$ cat src/fp_misc_pkg.sv
/*
 * Shared types for the single-precision misc write-back path.
 * IEEE 754 binary32 operands only; every integer result is 32 bits.
 * is_nan covers both NaN kinds, so a quiet NaN is is_nan without is_snan.
 */
`default_nettype none

package fp_misc_pkg;

    ////////////////////////////////////////////////////////////////////////////
    // Widths
    localparam int FLEN     = 32;
    localparam int XLEN     = 32;
    localparam int EXP_W    = 8;
    localparam int FRAC_W   = 23;
    localparam int ID_W     = 3;
    localparam int EXP_BIAS = 127;

    typedef logic [FLEN-1:0]   flen_t;
    typedef logic [XLEN-1:0]   xlen_t;
    typedef logic [EXP_W-1:0]  exp_t;
    typedef logic [FRAC_W-1:0] frac_t;
    // Significand with hidden bit on top
    typedef logic [FRAC_W:0]   sig_t;
    typedef logic [ID_W-1:0]   id_t;
    // Rounding mode, or funct3 for compares
    typedef logic [2:0]        rm_t;
    // NV DZ OF UF NX, NV in the MSB
    typedef logic [4:0]        fflags_t;
    typedef logic [9:0]        class_mask_t;
    // One-hot select: F2I, FCMP, FCLASS
    typedef logic [2:0]        misc_sel_t;

    ////////////////////////////////////////////////////////////////////////////
    // Encodings
    localparam rm_t RM_RNE = 3'd0;
    localparam rm_t RM_RTZ = 3'd1;
    localparam rm_t RM_RDN = 3'd2;
    localparam rm_t RM_RUP = 3'd3;
    localparam rm_t RM_RMM = 3'd4;

    localparam rm_t CMP_LE = 3'd0;
    localparam rm_t CMP_LT = 3'd1;
    localparam rm_t CMP_EQ = 3'd2;

    localparam misc_sel_t OP_F2I    = 3'b100;
    localparam misc_sel_t OP_FCMP   = 3'b010;
    localparam misc_sel_t OP_FCLASS = 3'b001;

    localparam fflags_t FFLAG_NV = 5'b10000;
    localparam fflags_t FFLAG_NX = 5'b00001;

    ////////////////////////////////////////////////////////////////////////////
    // Structs
    typedef struct packed {
        misc_sel_t op;
        flen_t     rs1;
        flen_t     rs2;
        rm_t       rm;
        logic      is_signed;
        id_t       id;
    } misc_req_t;

    typedef struct packed {
        flen_t value;
        logic  hidden_bit;
        logic  is_zero;
        logic  is_subnormal;
        logic  is_inf;
        logic  is_nan;
        logic  is_snan;
    } fp_operand_t;

    typedef struct packed {
        logic        new_request;
        id_t         id;
        fp_operand_t op1;
        fp_operand_t op2;
        rm_t         rm;
        logic        is_signed;
    } unit_issue_t;

    typedef struct packed {
        logic    done;
        id_t     id;
        xlen_t   rd;
        fflags_t fflags;
    } unit_result_t;

endpackage

`default_nettype wire

$ cat src/fp_operand_decode.sv
/*
 * Combinational field split and special-case flags for both operands.
 * Subnormals keep a zero hidden bit; no normalization is done here.
 */
`timescale 1ns/1ps
`default_nettype none

module fp_operand_decode (
    input  fp_misc_pkg::flen_t       rs1,
    input  fp_misc_pkg::flen_t       rs2,
    output fp_misc_pkg::fp_operand_t op1,
    output fp_misc_pkg::fp_operand_t op2
);

    // One operand's worth of classification
    function automatic fp_misc_pkg::fp_operand_t decode_one(input fp_misc_pkg::flen_t v);
        fp_misc_pkg::exp_t        e;
        fp_misc_pkg::frac_t       f;
        logic                     exp_zero;
        logic                     exp_ones;
        logic                     frac_zero;
        fp_misc_pkg::fp_operand_t d;

        e = v[fp_misc_pkg::FLEN-2 -: fp_misc_pkg::EXP_W];
        f = v[fp_misc_pkg::FRAC_W-1:0];

        exp_zero  = ~|e;
        exp_ones  = &e;
        frac_zero = ~|f;

        d.value = v;
        // Implicit leading one for every nonzero exponent
        d.hidden_bit   = ~exp_zero;
        d.is_zero      = exp_zero & frac_zero;
        d.is_subnormal = exp_zero & ~frac_zero;
        d.is_inf       = exp_ones & frac_zero;
        // Any NaN
        d.is_nan       = exp_ones & ~frac_zero;
        // Quiet bit clear with a nonzero payload
        d.is_snan      = exp_ones & ~f[fp_misc_pkg::FRAC_W-1] & ~frac_zero;
        return d;
    endfunction

    ////////////////////////////////////////////////////////////////////////////
    // Both operands through the same decode
    always_comb begin
        op1 = decode_one(rs1);
        op2 = decode_one(rs2);
    end

endmodule

`default_nettype wire

$ cat src/fp_f2i.sv
/*
 * FCVT.W.S / FCVT.WU.S, two stages, held while advance is low.
 * Out-of-range and NaN inputs saturate with NV; other inexact results set NX.
 */
`timescale 1ns/1ps
`default_nettype none

module fp_f2i (
    input  wire                        clk,
    input  wire                        rst_n,
    input  wire                        advance,
    input  fp_misc_pkg::unit_issue_t   issue,
    output fp_misc_pkg::unit_result_t  wb
);

    typedef struct packed {
        logic                done;
        fp_misc_pkg::id_t    id;
        logic                sign;
        fp_misc_pkg::xlen_t  int_part;
        logic                guard;
        logic                sticky;
        logic                big;
        logic                nan;
        fp_misc_pkg::rm_t    rm;
        logic                is_signed;
    } f2i_s1_t;

    fp_misc_pkg::sig_t   sig;
    logic signed [9:0]   exp_unb;
    logic [63:0]         aligned;
    f2i_s1_t             s1_next;
    f2i_s1_t             s1;
    logic                inc;
    logic [32:0]         rounded;
    fp_misc_pkg::xlen_t  pos_max;
    logic                ovf;
    fp_misc_pkg::unit_result_t wb_next;

    ////////////////////////////////////////////////////////////////////////////
    // Stage 1: align to a 32.32 fixed point
    always_comb begin
        sig     = {issue.op1.hidden_bit, issue.op1.value[fp_misc_pkg::FRAC_W-1:0]};
        exp_unb = 10'(issue.op1.value[30:23]) - 10'(fp_misc_pkg::EXP_BIAS);
        // Hidden bit lands on bit 32 for a zero exponent
        aligned = {31'b0, sig, 9'b0} << exp_unb[4:0];

        s1_next.done      = issue.new_request;
        s1_next.id        = issue.id;
        s1_next.sign      = issue.op1.value[fp_misc_pkg::FLEN-1];
        s1_next.big       = exp_unb > 10'sd31;
        s1_next.nan       = issue.op1.is_nan;
        s1_next.rm        = issue.rm;
        s1_next.is_signed = issue.is_signed;

        if (!exp_unb[9]) begin
            s1_next.int_part = aligned[63:32];
            s1_next.guard    = aligned[31];
            s1_next.sticky   = |aligned[30:0];
        end else if (exp_unb == -10'sd1) begin
            // Value in [0.5, 1)
            s1_next.int_part = '0;
            s1_next.guard    = sig[fp_misc_pkg::FRAC_W];
            s1_next.sticky   = |sig[fp_misc_pkg::FRAC_W-1:0];
        end else begin
            // Below one half, only sticky survives
            s1_next.int_part = '0;
            s1_next.guard    = 1'b0;
            s1_next.sticky   = |sig;
        end
    end

    always_ff @(posedge clk) begin
        if (!rst_n) begin
            s1.done <= 1'b0;
        end else if (advance) begin
            s1 <= s1_next;
        end
    end

    ////////////////////////////////////////////////////////////////////////////
    // Stage 2: round the magnitude, then sign and saturate
    always_comb begin
        case (s1.rm)
            fp_misc_pkg::RM_RNE: inc = s1.guard & (s1.sticky | s1.int_part[0]);
            fp_misc_pkg::RM_RTZ: inc = 1'b0;
            fp_misc_pkg::RM_RDN: inc = s1.sign & (s1.guard | s1.sticky);
            fp_misc_pkg::RM_RUP: inc = ~s1.sign & (s1.guard | s1.sticky);
            fp_misc_pkg::RM_RMM: inc = s1.guard;
            default:             inc = 1'b0;
        endcase
        rounded = {1'b0, s1.int_part} + 33'(inc);

        pos_max = s1.is_signed ? 32'h7FFF_FFFF : 32'hFFFF_FFFF;
        // Largest magnitude allowed on each side
        if (s1.sign)
            ovf = s1.big | (rounded > (s1.is_signed ? 33'h0_8000_0000 : 33'h0));
        else
            ovf = s1.big | (rounded > {1'b0, pos_max});

        wb_next.done = s1.done;
        wb_next.id   = s1.id;
        if (s1.nan) begin
            wb_next.rd     = pos_max;
            wb_next.fflags = fp_misc_pkg::FFLAG_NV;
        end else if (ovf) begin
            // Unsigned minimum is zero
            wb_next.rd     = s1.sign ? (s1.is_signed ? 32'h8000_0000 : 32'h0) : pos_max;
            wb_next.fflags = fp_misc_pkg::FFLAG_NV;
        end else begin
            wb_next.rd     = s1.sign ? -rounded[31:0] : rounded[31:0];
            wb_next.fflags = (s1.guard | s1.sticky) ? fp_misc_pkg::FFLAG_NX : '0;
        end
    end

    always_ff @(posedge clk) begin
        if (!rst_n) begin
            wb.done <= 1'b0;
        end else if (advance) begin
            wb <= wb_next;
        end
    end

endmodule

`default_nettype wire

$ cat src/fp_cmp.sv
/*
 * FEQ / FLT / FLE, two stages, selected by funct3 carried in rm.
 * FEQ flags NV only for a signaling NaN; FLT and FLE flag any NaN.
 */
`timescale 1ns/1ps
`default_nettype none

module fp_cmp (
    input  wire                        clk,
    input  wire                        rst_n,
    input  wire                        advance,
    input  fp_misc_pkg::unit_issue_t   issue,
    output fp_misc_pkg::unit_result_t  wb
);

    typedef struct packed {
        logic             done;
        fp_misc_pkg::id_t id;
        fp_misc_pkg::rm_t rm;
        logic             lt;
        logic             eq;
        logic             any_nan;
        logic             any_snan;
    } cmp_s1_t;

    fp_misc_pkg::flen_t a;
    fp_misc_pkg::flen_t b;
    logic               both_zero;
    cmp_s1_t            s1_next;
    cmp_s1_t            s1;
    fp_misc_pkg::unit_result_t wb_next;

    ////////////////////////////////////////////////////////////////////////////
    // Stage 1: sign-magnitude ordering
    always_comb begin
        a = issue.op1.value;
        b = issue.op2.value;
        // +0 and -0 compare equal
        both_zero = issue.op1.is_zero & issue.op2.is_zero;

        s1_next.done     = issue.new_request;
        s1_next.id       = issue.id;
        s1_next.rm       = issue.rm;
        s1_next.eq       = (a == b) | both_zero;
        s1_next.any_nan  = issue.op1.is_nan | issue.op2.is_nan;
        s1_next.any_snan = issue.op1.is_snan | issue.op2.is_snan;

        if (a[31] != b[31])
            s1_next.lt = a[31] & ~both_zero;
        else if (!a[31])
            s1_next.lt = a[30:0] < b[30:0];
        else
            // Both negative, larger magnitude is smaller
            s1_next.lt = a[30:0] > b[30:0];
    end

    always_ff @(posedge clk) begin
        if (!rst_n) begin
            s1.done <= 1'b0;
        end else if (advance) begin
            s1 <= s1_next;
        end
    end

    ////////////////////////////////////////////////////////////////////////////
    // Stage 2: pick the relation, NaN forces zero
    always_comb begin
        wb_next.done   = s1.done;
        wb_next.id     = s1.id;
        wb_next.rd     = '0;
        wb_next.fflags = '0;
        case (s1.rm)
            fp_misc_pkg::CMP_EQ: begin
                wb_next.rd[0]  = ~s1.any_nan & s1.eq;
                wb_next.fflags = s1.any_snan ? fp_misc_pkg::FFLAG_NV : '0;
            end
            fp_misc_pkg::CMP_LT: begin
                wb_next.rd[0]  = ~s1.any_nan & s1.lt;
                wb_next.fflags = s1.any_nan ? fp_misc_pkg::FFLAG_NV : '0;
            end
            fp_misc_pkg::CMP_LE: begin
                wb_next.rd[0]  = ~s1.any_nan & (s1.lt | s1.eq);
                wb_next.fflags = s1.any_nan ? fp_misc_pkg::FFLAG_NV : '0;
            end
            default: ;
        endcase
    end

    always_ff @(posedge clk) begin
        if (!rst_n) begin
            wb.done <= 1'b0;
        end else if (advance) begin
            wb <= wb_next;
        end
    end

endmodule

`default_nettype wire

$ cat src/fp_class.sv
/*
 * FCLASS.S, mask built in stage 1 and registered again in stage 2.
 * Never raises flags.
 */
`timescale 1ns/1ps
`default_nettype none

module fp_class (
    input  wire                        clk,
    input  wire                        rst_n,
    input  wire                        advance,
    input  fp_misc_pkg::unit_issue_t   issue,
    output fp_misc_pkg::unit_result_t  wb
);

    typedef struct packed {
        logic                     done;
        fp_misc_pkg::id_t         id;
        fp_misc_pkg::class_mask_t mask;
    } class_s1_t;

    logic                     s;
    logic                     normal;
    fp_misc_pkg::fp_operand_t op;
    class_s1_t                s1_next;
    class_s1_t                s1;

    ////////////////////////////////////////////////////////////////////////////
    // Stage 1: one-hot class
    always_comb begin
        op     = issue.op1;
        s      = op.value[fp_misc_pkg::FLEN-1];
        normal = op.hidden_bit & ~op.is_inf & ~op.is_nan;

        s1_next.done    = issue.new_request;
        s1_next.id      = issue.id;
        s1_next.mask[0] = s & op.is_inf;
        s1_next.mask[1] = s & normal;
        s1_next.mask[2] = s & op.is_subnormal;
        s1_next.mask[3] = s & op.is_zero;
        s1_next.mask[4] = ~s & op.is_zero;
        s1_next.mask[5] = ~s & op.is_subnormal;
        s1_next.mask[6] = ~s & normal;
        s1_next.mask[7] = ~s & op.is_inf;
        // NaN sign is ignored
        s1_next.mask[8] = op.is_snan;
        s1_next.mask[9] = op.is_nan & ~op.is_snan;
    end

    always_ff @(posedge clk) begin
        if (!rst_n) begin
            s1.done <= 1'b0;
        end else if (advance) begin
            s1 <= s1_next;
        end
    end

    ////////////////////////////////////////////////////////////////////////////
    // Stage 2: zero-extend onto rd
    always_ff @(posedge clk) begin
        if (!rst_n) begin
            wb.done <= 1'b0;
        end else if (advance) begin
            wb.done   <= s1.done;
            wb.id     <= s1.id;
            wb.rd     <= fp_misc_pkg::xlen_t'(s1.mask);
            wb.fflags <= '0;
        end
    end

endmodule

`default_nettype wire

$ cat src/fp_wb2int_misc.sv
/*
 * F2I, FCMP and FCLASS behind one integer write-back port.
 * One shared advance freezes every stage while a result waits for ack.
 * req.op must be one-hot when new_request is high.
 */
`timescale 1ns/1ps
`default_nettype none

module fp_wb2int_misc (
    input  wire                        clk,
    input  wire                        rst_n,
    input  wire                        new_request,
    input  fp_misc_pkg::misc_req_t     req,
    input  fp_misc_pkg::fp_operand_t   op1,
    input  fp_misc_pkg::fp_operand_t   op2,
    output logic                       ready,
    output fp_misc_pkg::unit_result_t  wb,
    input  wire                        wb_ack
);

    fp_misc_pkg::unit_issue_t  base_issue;
    fp_misc_pkg::unit_issue_t  f2i_issue;
    fp_misc_pkg::unit_issue_t  cmp_issue;
    fp_misc_pkg::unit_issue_t  class_issue;
    fp_misc_pkg::unit_result_t f2i_wb;
    fp_misc_pkg::unit_result_t cmp_wb;
    fp_misc_pkg::unit_result_t class_wb;
    fp_misc_pkg::misc_sel_t    op_s1;
    fp_misc_pkg::misc_sel_t    op_s2;
    logic                      advance;

    ////////////////////////////////////////////////////////////////////////////
    // Issue, same payload to all three units
    always_comb begin
        base_issue.new_request = 1'b0;
        base_issue.id          = req.id;
        base_issue.op1         = op1;
        base_issue.op2         = op2;
        base_issue.rm          = req.rm;
        base_issue.is_signed   = req.is_signed;

        f2i_issue   = base_issue;
        cmp_issue   = base_issue;
        class_issue = base_issue;
        // Only the selected unit sees the strobe
        f2i_issue.new_request   = new_request & req.op[2];
        cmp_issue.new_request   = new_request & req.op[1];
        class_issue.new_request = new_request & req.op[0];
    end

    fp_f2i i_fp_f2i (
        .clk     (clk),
        .rst_n   (rst_n),
        .advance (advance),
        .issue   (f2i_issue),
        .wb      (f2i_wb)
    );

    fp_cmp i_fp_cmp (
        .clk     (clk),
        .rst_n   (rst_n),
        .advance (advance),
        .issue   (cmp_issue),
        .wb      (cmp_wb)
    );

    fp_class i_fp_class (
        .clk     (clk),
        .rst_n   (rst_n),
        .advance (advance),
        .issue   (class_issue),
        .wb      (class_wb)
    );

    ////////////////////////////////////////////////////////////////////////////
    // Pipeline control
    // Move whenever the port is empty or being drained
    assign advance = wb_ack | ~wb.done;
    assign ready   = advance;

    // Select follows the data two stages deep
    always_ff @(posedge clk) begin
        if (!rst_n) begin
            op_s1 <= '0;
            op_s2 <= '0;
        end else if (advance) begin
            op_s1 <= req.op;
            op_s2 <= op_s1;
        end
    end

    ////////////////////////////////////////////////////////////////////////////
    // Output mux
    always_comb begin
        case (op_s2)
            fp_misc_pkg::OP_F2I:  wb = f2i_wb;
            fp_misc_pkg::OP_FCMP: wb = cmp_wb;
            default:              wb = class_wb;
        endcase
    end

endmodule

`default_nettype wire

$ cat src/fp_misc_top.sv
/*
 * Operand decode in front of the misc write-back block.
 * req is sampled only on the accepting edge.
 */
`timescale 1ns/1ps
`default_nettype none

module fp_misc_top (
    input  wire                        clk,
    input  wire                        rst_n,
    input  wire                        new_request,
    input  fp_misc_pkg::misc_req_t     req,
    output logic                       ready,
    output fp_misc_pkg::unit_result_t  wb,
    input  wire                        wb_ack
);

    fp_misc_pkg::fp_operand_t op1;
    fp_misc_pkg::fp_operand_t op2;

    // Zero-cycle decode
    fp_operand_decode i_fp_operand_decode (
        .rs1 (req.rs1),
        .rs2 (req.rs2),
        .op1 (op1),
        .op2 (op2)
    );

    fp_wb2int_misc i_fp_wb2int_misc (
        .clk         (clk),
        .rst_n       (rst_n),
        .new_request (new_request),
        .req         (req),
        .op1         (op1),
        .op2         (op2),
        .ready       (ready),
        .wb          (wb),
        .wb_ack      (wb_ack)
    );

endmodule

`default_nettype wire

$ cat config.mk
export PLATFORM = sky130hd
export DESIGN_NAME = fp_misc_top
export DESIGN_NICKNAME = d
export VERILOG_FILES = /design/src/fp_misc_pkg.sv /design/src/fp_operand_decode.sv /design/src/fp_f2i.sv /design/src/fp_cmp.sv /design/src/fp_class.sv /design/src/fp_wb2int_misc.sv /design/src/fp_misc_top.sv
export SDC_FILE = /design/constraint.sdc
export NUM_CORES = 1
export LEC_CHECK = 0
export BUFFER_PORTS_ARGS = -buffer_cell sky130_fd_sc_hd__buf_2
export CAP_MARGIN = 20
export CORE_ASPECT_RATIO = 1.75
export CORE_UTILIZATION = 40
export CTS_CLUSTER_DIAMETER = 60
export DETAILED_ROUTE_END_ITERATION = 7
export GPL_TIMING_DRIVEN = 0
export PLACE_DENSITY = 0.64
export SLEW_MARGIN = 20
export SYNTH_ARGS = -nofsm -noshare
export SYNTH_HDL_FRONTEND = slang
export SYNTH_SLANG_ARGS = --single-unit
$ cat constraint.sdc
create_clock -name clk -period 7.69 [get_ports clk]
set_input_delay 0 -clock clk [delete_from_list [all_inputs] [get_ports clk]]
set_output_delay 0 -clock clk [all_outputs]
set_load 0.01 [all_outputs]
# After elaboration in Yosys (flattened, before gate mapping)
# Cells that the tools add are included.
# op_classes
n_shift,1
eq_ne,9
n_mux,18
n_lt_le_gt_ge,5
reduce_logical,15
add_sub_neg,3
n_bitwise,51
# ops
operator,count
2-to-1 mux 32 bit,5
case mux 41 bit (2 select lines),1
2-to-1 mux 37 bit,2
greater-than comparator 33 x 32 -> 1 bit,2
<< shifter 33 x 5 -> 64 bit,1
OR reduction 31 bit,2
OR reduction 23 bit,2
2-to-1 mux 34 bit,1
adder 32 x 1 -> 33 bit,1
bitwise AND 1 bit,32
equality test 32 bit,1
negator 32 bit,1
greater-than comparator 31 bit,1
less-than comparator 31 bit,1
case mux 6 bit (3 select lines),1
AND reduction 8 bit,2
OR reduction 8 bit,2
"equality test 10 x 1 -> 1 bit, second input constant",1
"greater-than comparator 10 x 6 -> 1 bit, second input constant",1
2-to-1 mux 5 bit,2
inverter 1 bit,10
"equality test 3 x 2 -> 1 bit, second input constant",3
bitwise OR 1 bit,9
"subtractor 8 x 7 -> 9 bit, second input constant",1
10 further kinds,17
# word_totals
inputBits,78
elab_cells,130
ff_bits,126

# Logic depth before layout (Yosys ltp)
# Gate-level depths: netlist of the first run.
# depth
depth_word,9
depth_mapped,24
depth_no_buf,21

# Cells and area by module
# Synthesis of the first run repeated with hierarchy kept, for this count alone.
# unflattened
cells_unflattened,1332
hier_area_um2,11736.3
# by_module_without_submodules
mod,cells_each,instances,seq_area_each_um2,area_each_um2
fp_f2i,799,1,2472.4,7069.3
fp_cmp,184,1,490.5,1691.6
fp_class,70,1,820.8,1141.1
fp_wb2int_misc,173,1,120.1,1068.5
fp_operand_decode,106,1,0.0,765.7

# Worst setup path after synthesis of the first run
# OpenSTA, ideal clock, no wires.
# synth_timing
path_type,reg2reg
from,register i_fp_wb2int_misc.i_fp_f2i.s1[40] (netlist bit)
to,register i_fp_wb2int_misc.i_fp_f2i.wb[26] (netlist bit) (data pin)
arrival_time_ns,4.702
slack_ns,2.728
setup_time_ns,0.261
t_required_ns,7.429
stages_incl_launch_ff,24
path_cell_list,edfxtp_1 clkbuf_1 buf_1 a32oi_1 o21ai_0 ha_1 buf_4 nand4_1 or4_1 nor2_1 nand4_1 xor2_1 inv_1 ha_1 nand4_1 nor3_1 nand4b_1 nor4_2 a41oi_1 a21oi_2 and2_1 buf_6 inv_4 o311a_1
# synth_via
elab_chain_len,9
# synth_lines
element,line,source
from (decl),fp_f2i.sv:33,f2i_s1_t s1;
from (signal assigned),fp_f2i.sv:77,s1 <= s1_next;
inverter 1 bit,fp_f2i.sv:88,fp_misc_pkg::RM_RUP: inc = ~s1.sign & (s1.guard | s1.sticky);
bitwise AND 1 bit,fp_f2i.sv:88,
case mux 1 bit (4 select lines),fp_f2i.sv:84,case (s1.rm)
adder 32 x 1 -> 33 bit,fp_f2i.sv:92,"rounded = {1'b0, s1.int_part} + 33'(inc);"
greater-than comparator 33 x 32 -> 1 bit (on tied branches),"fp_f2i.sv:99, fp_f2i.sv:97",
bitwise OR 1 bit (on tied branches),"fp_f2i.sv:99, fp_f2i.sv:97",
2-to-1 mux 1 bit,fp_f2i.sv:96,if (s1.sign)
2-to-1 mux 37 bit *,fp_f2i.sv:106,end else if (ovf) begin
2-to-1 mux 37 bit *,fp_f2i.sv:103,if (s1.nan) begin
to (signal assigned),fp_f2i.sv:120,wb <= wb_next;
to (decl),fp_f2i.sv:13,output fp_misc_pkg::unit_result_t wb
# Mark *: on every way between the ends. The rest lies on a longest branch, timed or not.
# A chain may end at the register's enable or synchronous reset.

# Worst setup path in the final report of the first run
# Ends and elaborated chain as after synthesis.

==> results.cfg, run 1 <==
[logic_synthesis]
syn-cell-area_sq_um = 9800
yosysMostFrequentCell = edfxtp_1
synth_top_area_share_pct = 32.8
synth_cell_type_count = 85
synthTopCellsByArea = edfxtp_1 (33%), ha_1 (5.1%), nand2_1 (3.8%), nor2_1 (3.6%), a21oi_1 (3.4%)
ys_seq_area_share_pct = 35.2
synth_top_area_cell = edfxtp_1
ys_ff_latch = 119
synth_edf_count = 107
async_flop_share_pct = 0
synthCells = 1104
synth-main-ff-cell = edfxtp_1
syn_avg_cell_area_sq_um = 8.88
yosys_warnings = 0
yosys-top-cells-count = edfxtp_1 (107), nand2_1 (100), nor2_1 (94), a21oi_1 (66), inv_1 (53)

[sta]
fin_crit_sh_pct = 86.0
tns_ps = 0
setup_violations = 0
worst_slew_pin_slew_ps = 1060
finalMaxSlewViolations = 0
maxSlewHeadroom_pct = 28.7
fmax_ghz = 0.151
worst_clock_skew_ps = 10.0
rsz0062_at_grt = false
finalWorstSetupSlack_ps = 1070
hold_violations = 0
period_needed_ps = 6620

[grt]
grt_max_degree = 56
gr-total-overflow = 0
track_usage_pct = 25.1
grt_pass1_vias = 8881
grt_antenna_before_repair = 0
grt_pass1_wl_um = 47800

[cells_and_area]
syn_to_final_growth_pct = 17.9
nNetsFinal = 1377
final_core_util_pct = 48.1
design_area_sq_um = 11600
drive_above_1_share_pct = 17.8
final-seq-area_sq_um = 3450
fillers = 2381
diodes = 0
multi_input_area_sq_um = 5800

[route]
avgViaCountPerCell = 5.76
avgRoutedWirePerCell_um = 19.5
drt_first_pass_iters = 5
postRouteAntennaNets = 0
drc = 0
vias = 9102
drt-total-wl_um = 30800
drt-initial-drc-count = 488

[setup_path]
cp-end-kind = register
worstSetupPathType = reg2reg
crit_arrival_ps = 6800
cp_top_family = simple AND/OR/NAND/NOR gates
required_ps = 7870
worstPathMaxFanout = 10
path_common_cell = nand4_1
path_cells = clkbuf_1, buf_1, a32oi_1, o21ai_0, ha_1, buf_4, nand4_1, or4_1, nor2_1, nand4_1, xor2_1, inv_1, ha_1, nand4_1, nor3_1, nand4b_1, nor4_2, a41oi_1, a21oi_2, and2_1, buf_6, inv_4, o311a_1
worst-path-buf-inv = 6
crit_slowest_cell = or4_1
start_kind = register
cp_slowest_stage_delay_ps = 650

[cts]
cts.clk_slew.worst_paths_ps = 60
cts-root-buf = clkbuf_16
cts_sinks = 119
cts_tree = done
cts.path.max_buffers = 2
worstSkewPairLatency_ps = 440
cts_resized = 0
cts_setup_buffers = 0
numCtsBuffers = 17
htree_num_levels = 4

[die]
start_util_pct = 40.8
pin_count = 120
core-area_sq_um = 24000
die_x_um = 120
dieArea_sq_um = 25200
dieHeight_um = 209
std_cell_rows = 75

[power_and_ir_drop]
ir_drop_uv = 108
leakage_uw = 0.00449
power_density_nw_per_um2 = 184

[outcome]
status = complete, no violations

[place]
dp_hpwl_um = 25000
place_ws_ps = 1240
gp_congestion = 1.01
numPortBuffers = 116
dpl_cell_area_sq_um = 10800

[run]
max_cap_viol_count = 0

[worst_hold_path]
min_path_type = in2reg
-- metrics by stage --
step	instances	hold WS, ps	power, uW
6_report	1580	30.6	2130
5_1_grt	1580	43.3	2210
4_1_cts	1580	7.96	2130
3_5_place_dp	1531	180	1350
3_3_place_gp	1530	177	1340
2_1_floorplan	1106	98.9	1160
-- cells by family after synthesis --
group | after synthesis | share of synthesized area, %
AO/OA/AOI/OAI | 260 | 17.9
XOR/XNOR | 42 | 3.75
adder cells (fa/ha/maj) | 40 | 5.11
buffers and inverters | 126 | 5.70
flip-flops | 119 | 35.2
multiplexers | 45 | 6.30
other | 1 | 0.0383
AND/OR/NAND/NOR | 471 | 25.9
-- power breakdown --
group	switching (uW)	internal, uW	leakage, uW
Combinational	342	204	0.00305
Sequential	29.0	772	0.00115
Clock	321	457	0.000286
Total	693	1430	0.00449
-- layout make-up --
type	instances	area share, %
flip-flops and latches	119	29.9
inverters	54	1.78
clock buffers	17	3.68
multi-input cells	861	50.2
well taps	308	3.34
plain buffers	72	3.05
clock inverters	15	1.34
repair buffers	134	6.74
-- final timing paths --
check / from / end / slack [ps] / depth (start not counted)
min: req[69] / i_fp_wb2int_misc.i_fp_f2i.s1[5]$_DFFE_PP_ / 30 / 2
max reg2reg: i_fp_wb2int_misc.i_fp_f2i.s1[40]$_DFFE_PP_ / i_fp_wb2int_misc.i_fp_f2i.wb[26]$_SDFFCE_PP1P_ / 1070 / 23
max: i_fp_wb2int_misc.i_fp_f2i.s1[40]$_DFFE_PP_ / i_fp_wb2int_misc.i_fp_f2i.wb[26]$_SDFFCE_PP1P_ / 1070 / 23
min reg2reg: i_fp_wb2int_misc.i_fp_class.s1[7]$_DFFE_PP_ / i_fp_wb2int_misc.i_fp_class.wb[12]$_DFFE_PP_ / 420 / 0
-- routing by layer --
layer  track usage (%)  up-vias  part of all wire, %
met5                 0        -                    0
met4              15.8        0                  5.9
met3              2.70       95                  2.8
met2              50.6      278                   57
met1              23.0     4280                   34
li1                  -     4449                    -
-- worst register-to-register path, delay by kind of cell (launching register included) --
| kind | cells | cell delay [ps] |
|---|---|---|
| xor+xnor | 1 | 340 |
| compound gates | 5 | 1280 |
| buf+inv | 6 | 1560 |
| flops | 1 | 320 |
| fa+ha+maj | 2 | 520 |
| simple gates | 9 | 2350 |
-- cells in the final DEF (no fill, tap or decap), types with 35 or more instances in the layout --
master      n
ha_1       40
nor3_1     35
clkbuf_1   41
inv_1      53
nand3_1    37
edfxtp_1  107
buf_2     128
a21oi_1    66
nor2_1     94
nand2_1   100
o21ai_0    51
-- what timing repair did --
| item | in CTS | in global routing |
|---|---|---|
| hold endpoints to repair | 20 | 0 |
| endpoints found under the setup margin | 0 | 0 |
| hold buffers | 17 | 0 |
-- sequential cells by signal, summed over array words and instances, names as in the netlist --
signal,cells
i_fp_wb2int_misc.i_fp_class.s1,11
i_fp_wb2int_misc.i_fp_class.wb,11
i_fp_wb2int_misc.i_fp_cmp.s1,5
i_fp_wb2int_misc.i_fp_cmp.wb,6
i_fp_wb2int_misc.i_fp_f2i.s1,45
i_fp_wb2int_misc.i_fp_f2i.wb,35
i_fp_wb2int_misc.op_s1,3
i_fp_wb2int_misc.op_s2,3
No activity file was read; power rests on OpenSTA's default activity.
==> run 2, diff against run 1 <==
Settings changed: ABC_AREA set to 1, PLACE_DENSITY 0.64 to 0.65.
==> run 2 against run 1 <==
  * Via count is 2.8% lower
  * Synthesized cell count is 18% higher
  * Final area is 3.6% lower
  * First-iteration DRC count is 2.3% lower
  * Sequential power is 1% lower
  * Maximum frequency is 30% higher
  * Clock skew is 3.5 ps lower
  * Hold slack hardly changed
  * Clock power is 8.7% higher
  * Combinational power is 17% lower
  * Area after synthesis is 5.1% lower
  * Global-route usage is 1.6 points lower
==> results.cfg, run 2 <==
[outcome]
status = complete, no violations

[route]
avgRoutedWirePerCell_um = 14.8
vias = 8850
drt_first_pass_iters = 5
avgViaCountPerCell = 5.00
drt-initial-drc-count = 477
drc = 0
postRouteAntennaNets = 0
drt-total-wl_um = 26200

[grt]
grt_max_degree = 32
grt_antenna_before_repair = 0
track_usage_pct = 23.5
grt_pass1_vias = 8848
grt_pass1_wl_um = 42100
gr-total-overflow = 0

[setup_path]
required_ps = 7840
cp_slowest_stage_delay_ps = 500
cp-end-kind = register
path_common_cell = inv_1
crit_arrival_ps = 5220
crit_slowest_cell = edfxtp_1
cp_top_family = buffers and inverters
start_kind = register
worst-path-buf-inv = 7
worstSetupPathType = reg2reg
worstPathMaxFanout = 10

[place]
dp_hpwl_um = 22100
numPortBuffers = 116
gp_congestion = 0.973

[logic_synthesis]
synthCells = 1302
synth_edf_count = 107
yosys_warnings = 0
synth_top_area_cell = edfxtp_1
ys_seq_area_share_pct = 37.1
synth_top_area_share_pct = 34.5
yosys-top-cells-count = nand2_1 (368), nor2_1 (171), inv_1 (153), edfxtp_1 (107), o21ai_0 (93)
synth_cell_type_count = 51
ys_ff_latch = 119
synthTopCellsByArea = edfxtp_1 (35%), nand2_1 (15%), nor2_1 (6.9%), inv_1 (6.2%), ha_1 (5.4%)
yosysMostFrequentCell = nand2_1
async_flop_share_pct = 0
synth-main-ff-cell = edfxtp_1
syn_avg_cell_area_sq_um = 7.14
syn-cell-area_sq_um = 9300

[sta]
hold_violations = 0
fmax_ghz = 0.197
fin_crit_sh_pct = 66.0
holdWs_ps = 30.4
worst_slew_pin_slew_ps = 740
maxSlewHeadroom_pct = 50.2
finalMaxSlewViolations = 0
rsz0062_at_grt = false
setup_violations = 0
tns_ps = 0
period_needed_ps = 5080
worst_clock_skew_ps = 6.54

[cells_and_area]
top_regs = i_fp_wb2int_misc.i_fp_f2i.s1 x45, i_fp_wb2int_misc.i_fp_f2i.wb x35
largest_reg_flops = 45
drive_above_1_share_pct = 14.7
final_core_util_pct = 48.9
regMostFlops = i_fp_wb2int_misc.i_fp_f2i.s1
nNetsFinal = 1576
syn_to_final_growth_pct = 19.7
diodes = 0
final_cell_mix = nand2_1 (368), nor2_1 (170), inv_1 (153)
mostFrequentLayoutCell = nand2_1

[die]
pin_count = 120
dieHeight_um = 204
dieArea_sq_um = 23900
die_x_um = 117
core-area_sq_um = 22700
start_util_pct = 40.9
std_cell_rows = 73

[cts]
numCtsBuffers = 17
cts_setup_buffers = 0
cts.clk_slew.worst_paths_ps = 60
htree_num_levels = 4
cts.path.max_buffers = 2
cts_sinks = 119
cts_tree = done
cts-root-buf = clkbuf_16
worstSkewPairLatency_ps = 430

[power_and_ir_drop]
power_density_nw_per_um2 = 188
leakage_uw = 0.00517
ir_drop_uv = 85.3

[run]
max_cap_viol_count = 0

[worst_hold_path]
min_path_type = in2reg
==> run 2: changes by cell type after synthesis, moves of 30 or more <==
cell	delta
and2_1	-33
nor2_1	+77
inv_1	+100
nand3_1	+32
nor2b_1	-30
nand2_1	+268
a21oi_1	-30
o21ai_0	+42
==> run 2: per-layer routing <==
| metal | vias up | global-route usage [%] | wire, um |
|---|---|---|---|
| met2 | 193 | 47.2 | 14900 |
| met3 | 94 | 3.18 | 583 |
| met4 | 0 | 17.7 | 1980 |
| li1 | 4594 | - | - |
| met1 | 3969 | 19.6 | 8710 |
| met5 | - | 0 | 0 |
==> run 2: cells by family after synthesis <==
| kind of cell | Yosys count | synth area share [%] |
|---|---|---|
| buffers and inverters | 210 | 9.13 |
| AOI/OAI and AO/OA | 184 | 11.2 |
| other | 1 | 0.0403 |
| and+or+nand+nor | 704 | 32.8 |
| xor gates and xnor gates | 34 | 3.20 |
| muxes | 10 | 1.08 |
| DFF | 119 | 37.1 |
| adders and majority gates | 40 | 5.38 |
==> run 2: layout make-up <==
type,count,area [sq um]
fillers,2282,11600
plain buffers,47,238
clock buffers,17,425
clock inverters,15,214
well taps,300,375
multi-input cells,975,5010
flip-flops and latches,119,3450
repair buffers,135,801
inverters,163,612
==> run 2: per-stage QoR <==
stage,power [uW],cells,worst slack [ps],cell area (sq um)
after floorplan,1100,1304,1350,9310
after global placement,1240,1720,-240,10300
after detailed placement,1250,1723,2590,10300
after CTS,2100,1771,2560,11100
after global routing,2190,1771,2110,11100
final,2090,1771,2610,11100
==> run 2: report_power, final <==
part / internal [uW] / switching, uW / total [uW] / leakage, uW
Sequential: 763 / 28.2 / 791 / 0.00115
Clock: 547 / 298 / 846 / 0.000305
Combinational: 156 / 295 / 451 / 0.00372
==> run 2: repair_timing <==
| action | in CTS | in global routing |
|---|---|---|
| hold buffers | 16 | 0 |
| resized for setup | 0 | 0 |
| setup endpoints to repair | 0 | 0 |
| hold endpoints to repair | 21 | 0 |
==> run 2: path summary, 6_finish.rpt <==
kind                                                from                                        endpoint  slack (ps)  cells past startpoint
max           i_fp_wb2int_misc.i_fp_f2i.s1[40]$_DFFE_PP_  i_fp_wb2int_misc.i_fp_f2i.wb[12]$_SDFFCE_PP1P_        2610                     25
min                                              req[38]       i_fp_wb2int_misc.i_fp_cmp.s1[2]$_DFFE_PP_          30                      3
max reg2reg   i_fp_wb2int_misc.i_fp_f2i.s1[40]$_DFFE_PP_  i_fp_wb2int_misc.i_fp_f2i.wb[12]$_SDFFCE_PP1P_        2610                     25
min reg2reg  i_fp_wb2int_misc.i_fp_class.s1[2]$_DFFE_PP_     i_fp_wb2int_misc.i_fp_class.wb[7]$_DFFE_PP_         420                      0
==> run 2: worst reg2reg max path, cell delays in order (launching register included) <==
cell	delay (ps)
edfxtp_1	500
clkbuf_1	470
clkbuf_1	490
xnor2_1	150
o41ai_1	270
ha_1	280
inv_1	120
nor2_8	210
nand2_4	90
nor2_1	200
nand2_1	90
xor2_1	230
inv_1	100
ha_1	280
inv_1	60
nor2_1	100
nand2_1	60
nor2_1	150
nand3_1	100
nand2_1	60
inv_1	50
nand2_2	70
nand2_2	120
a21oi_4	240
buf_6	180
o21ai_0	150
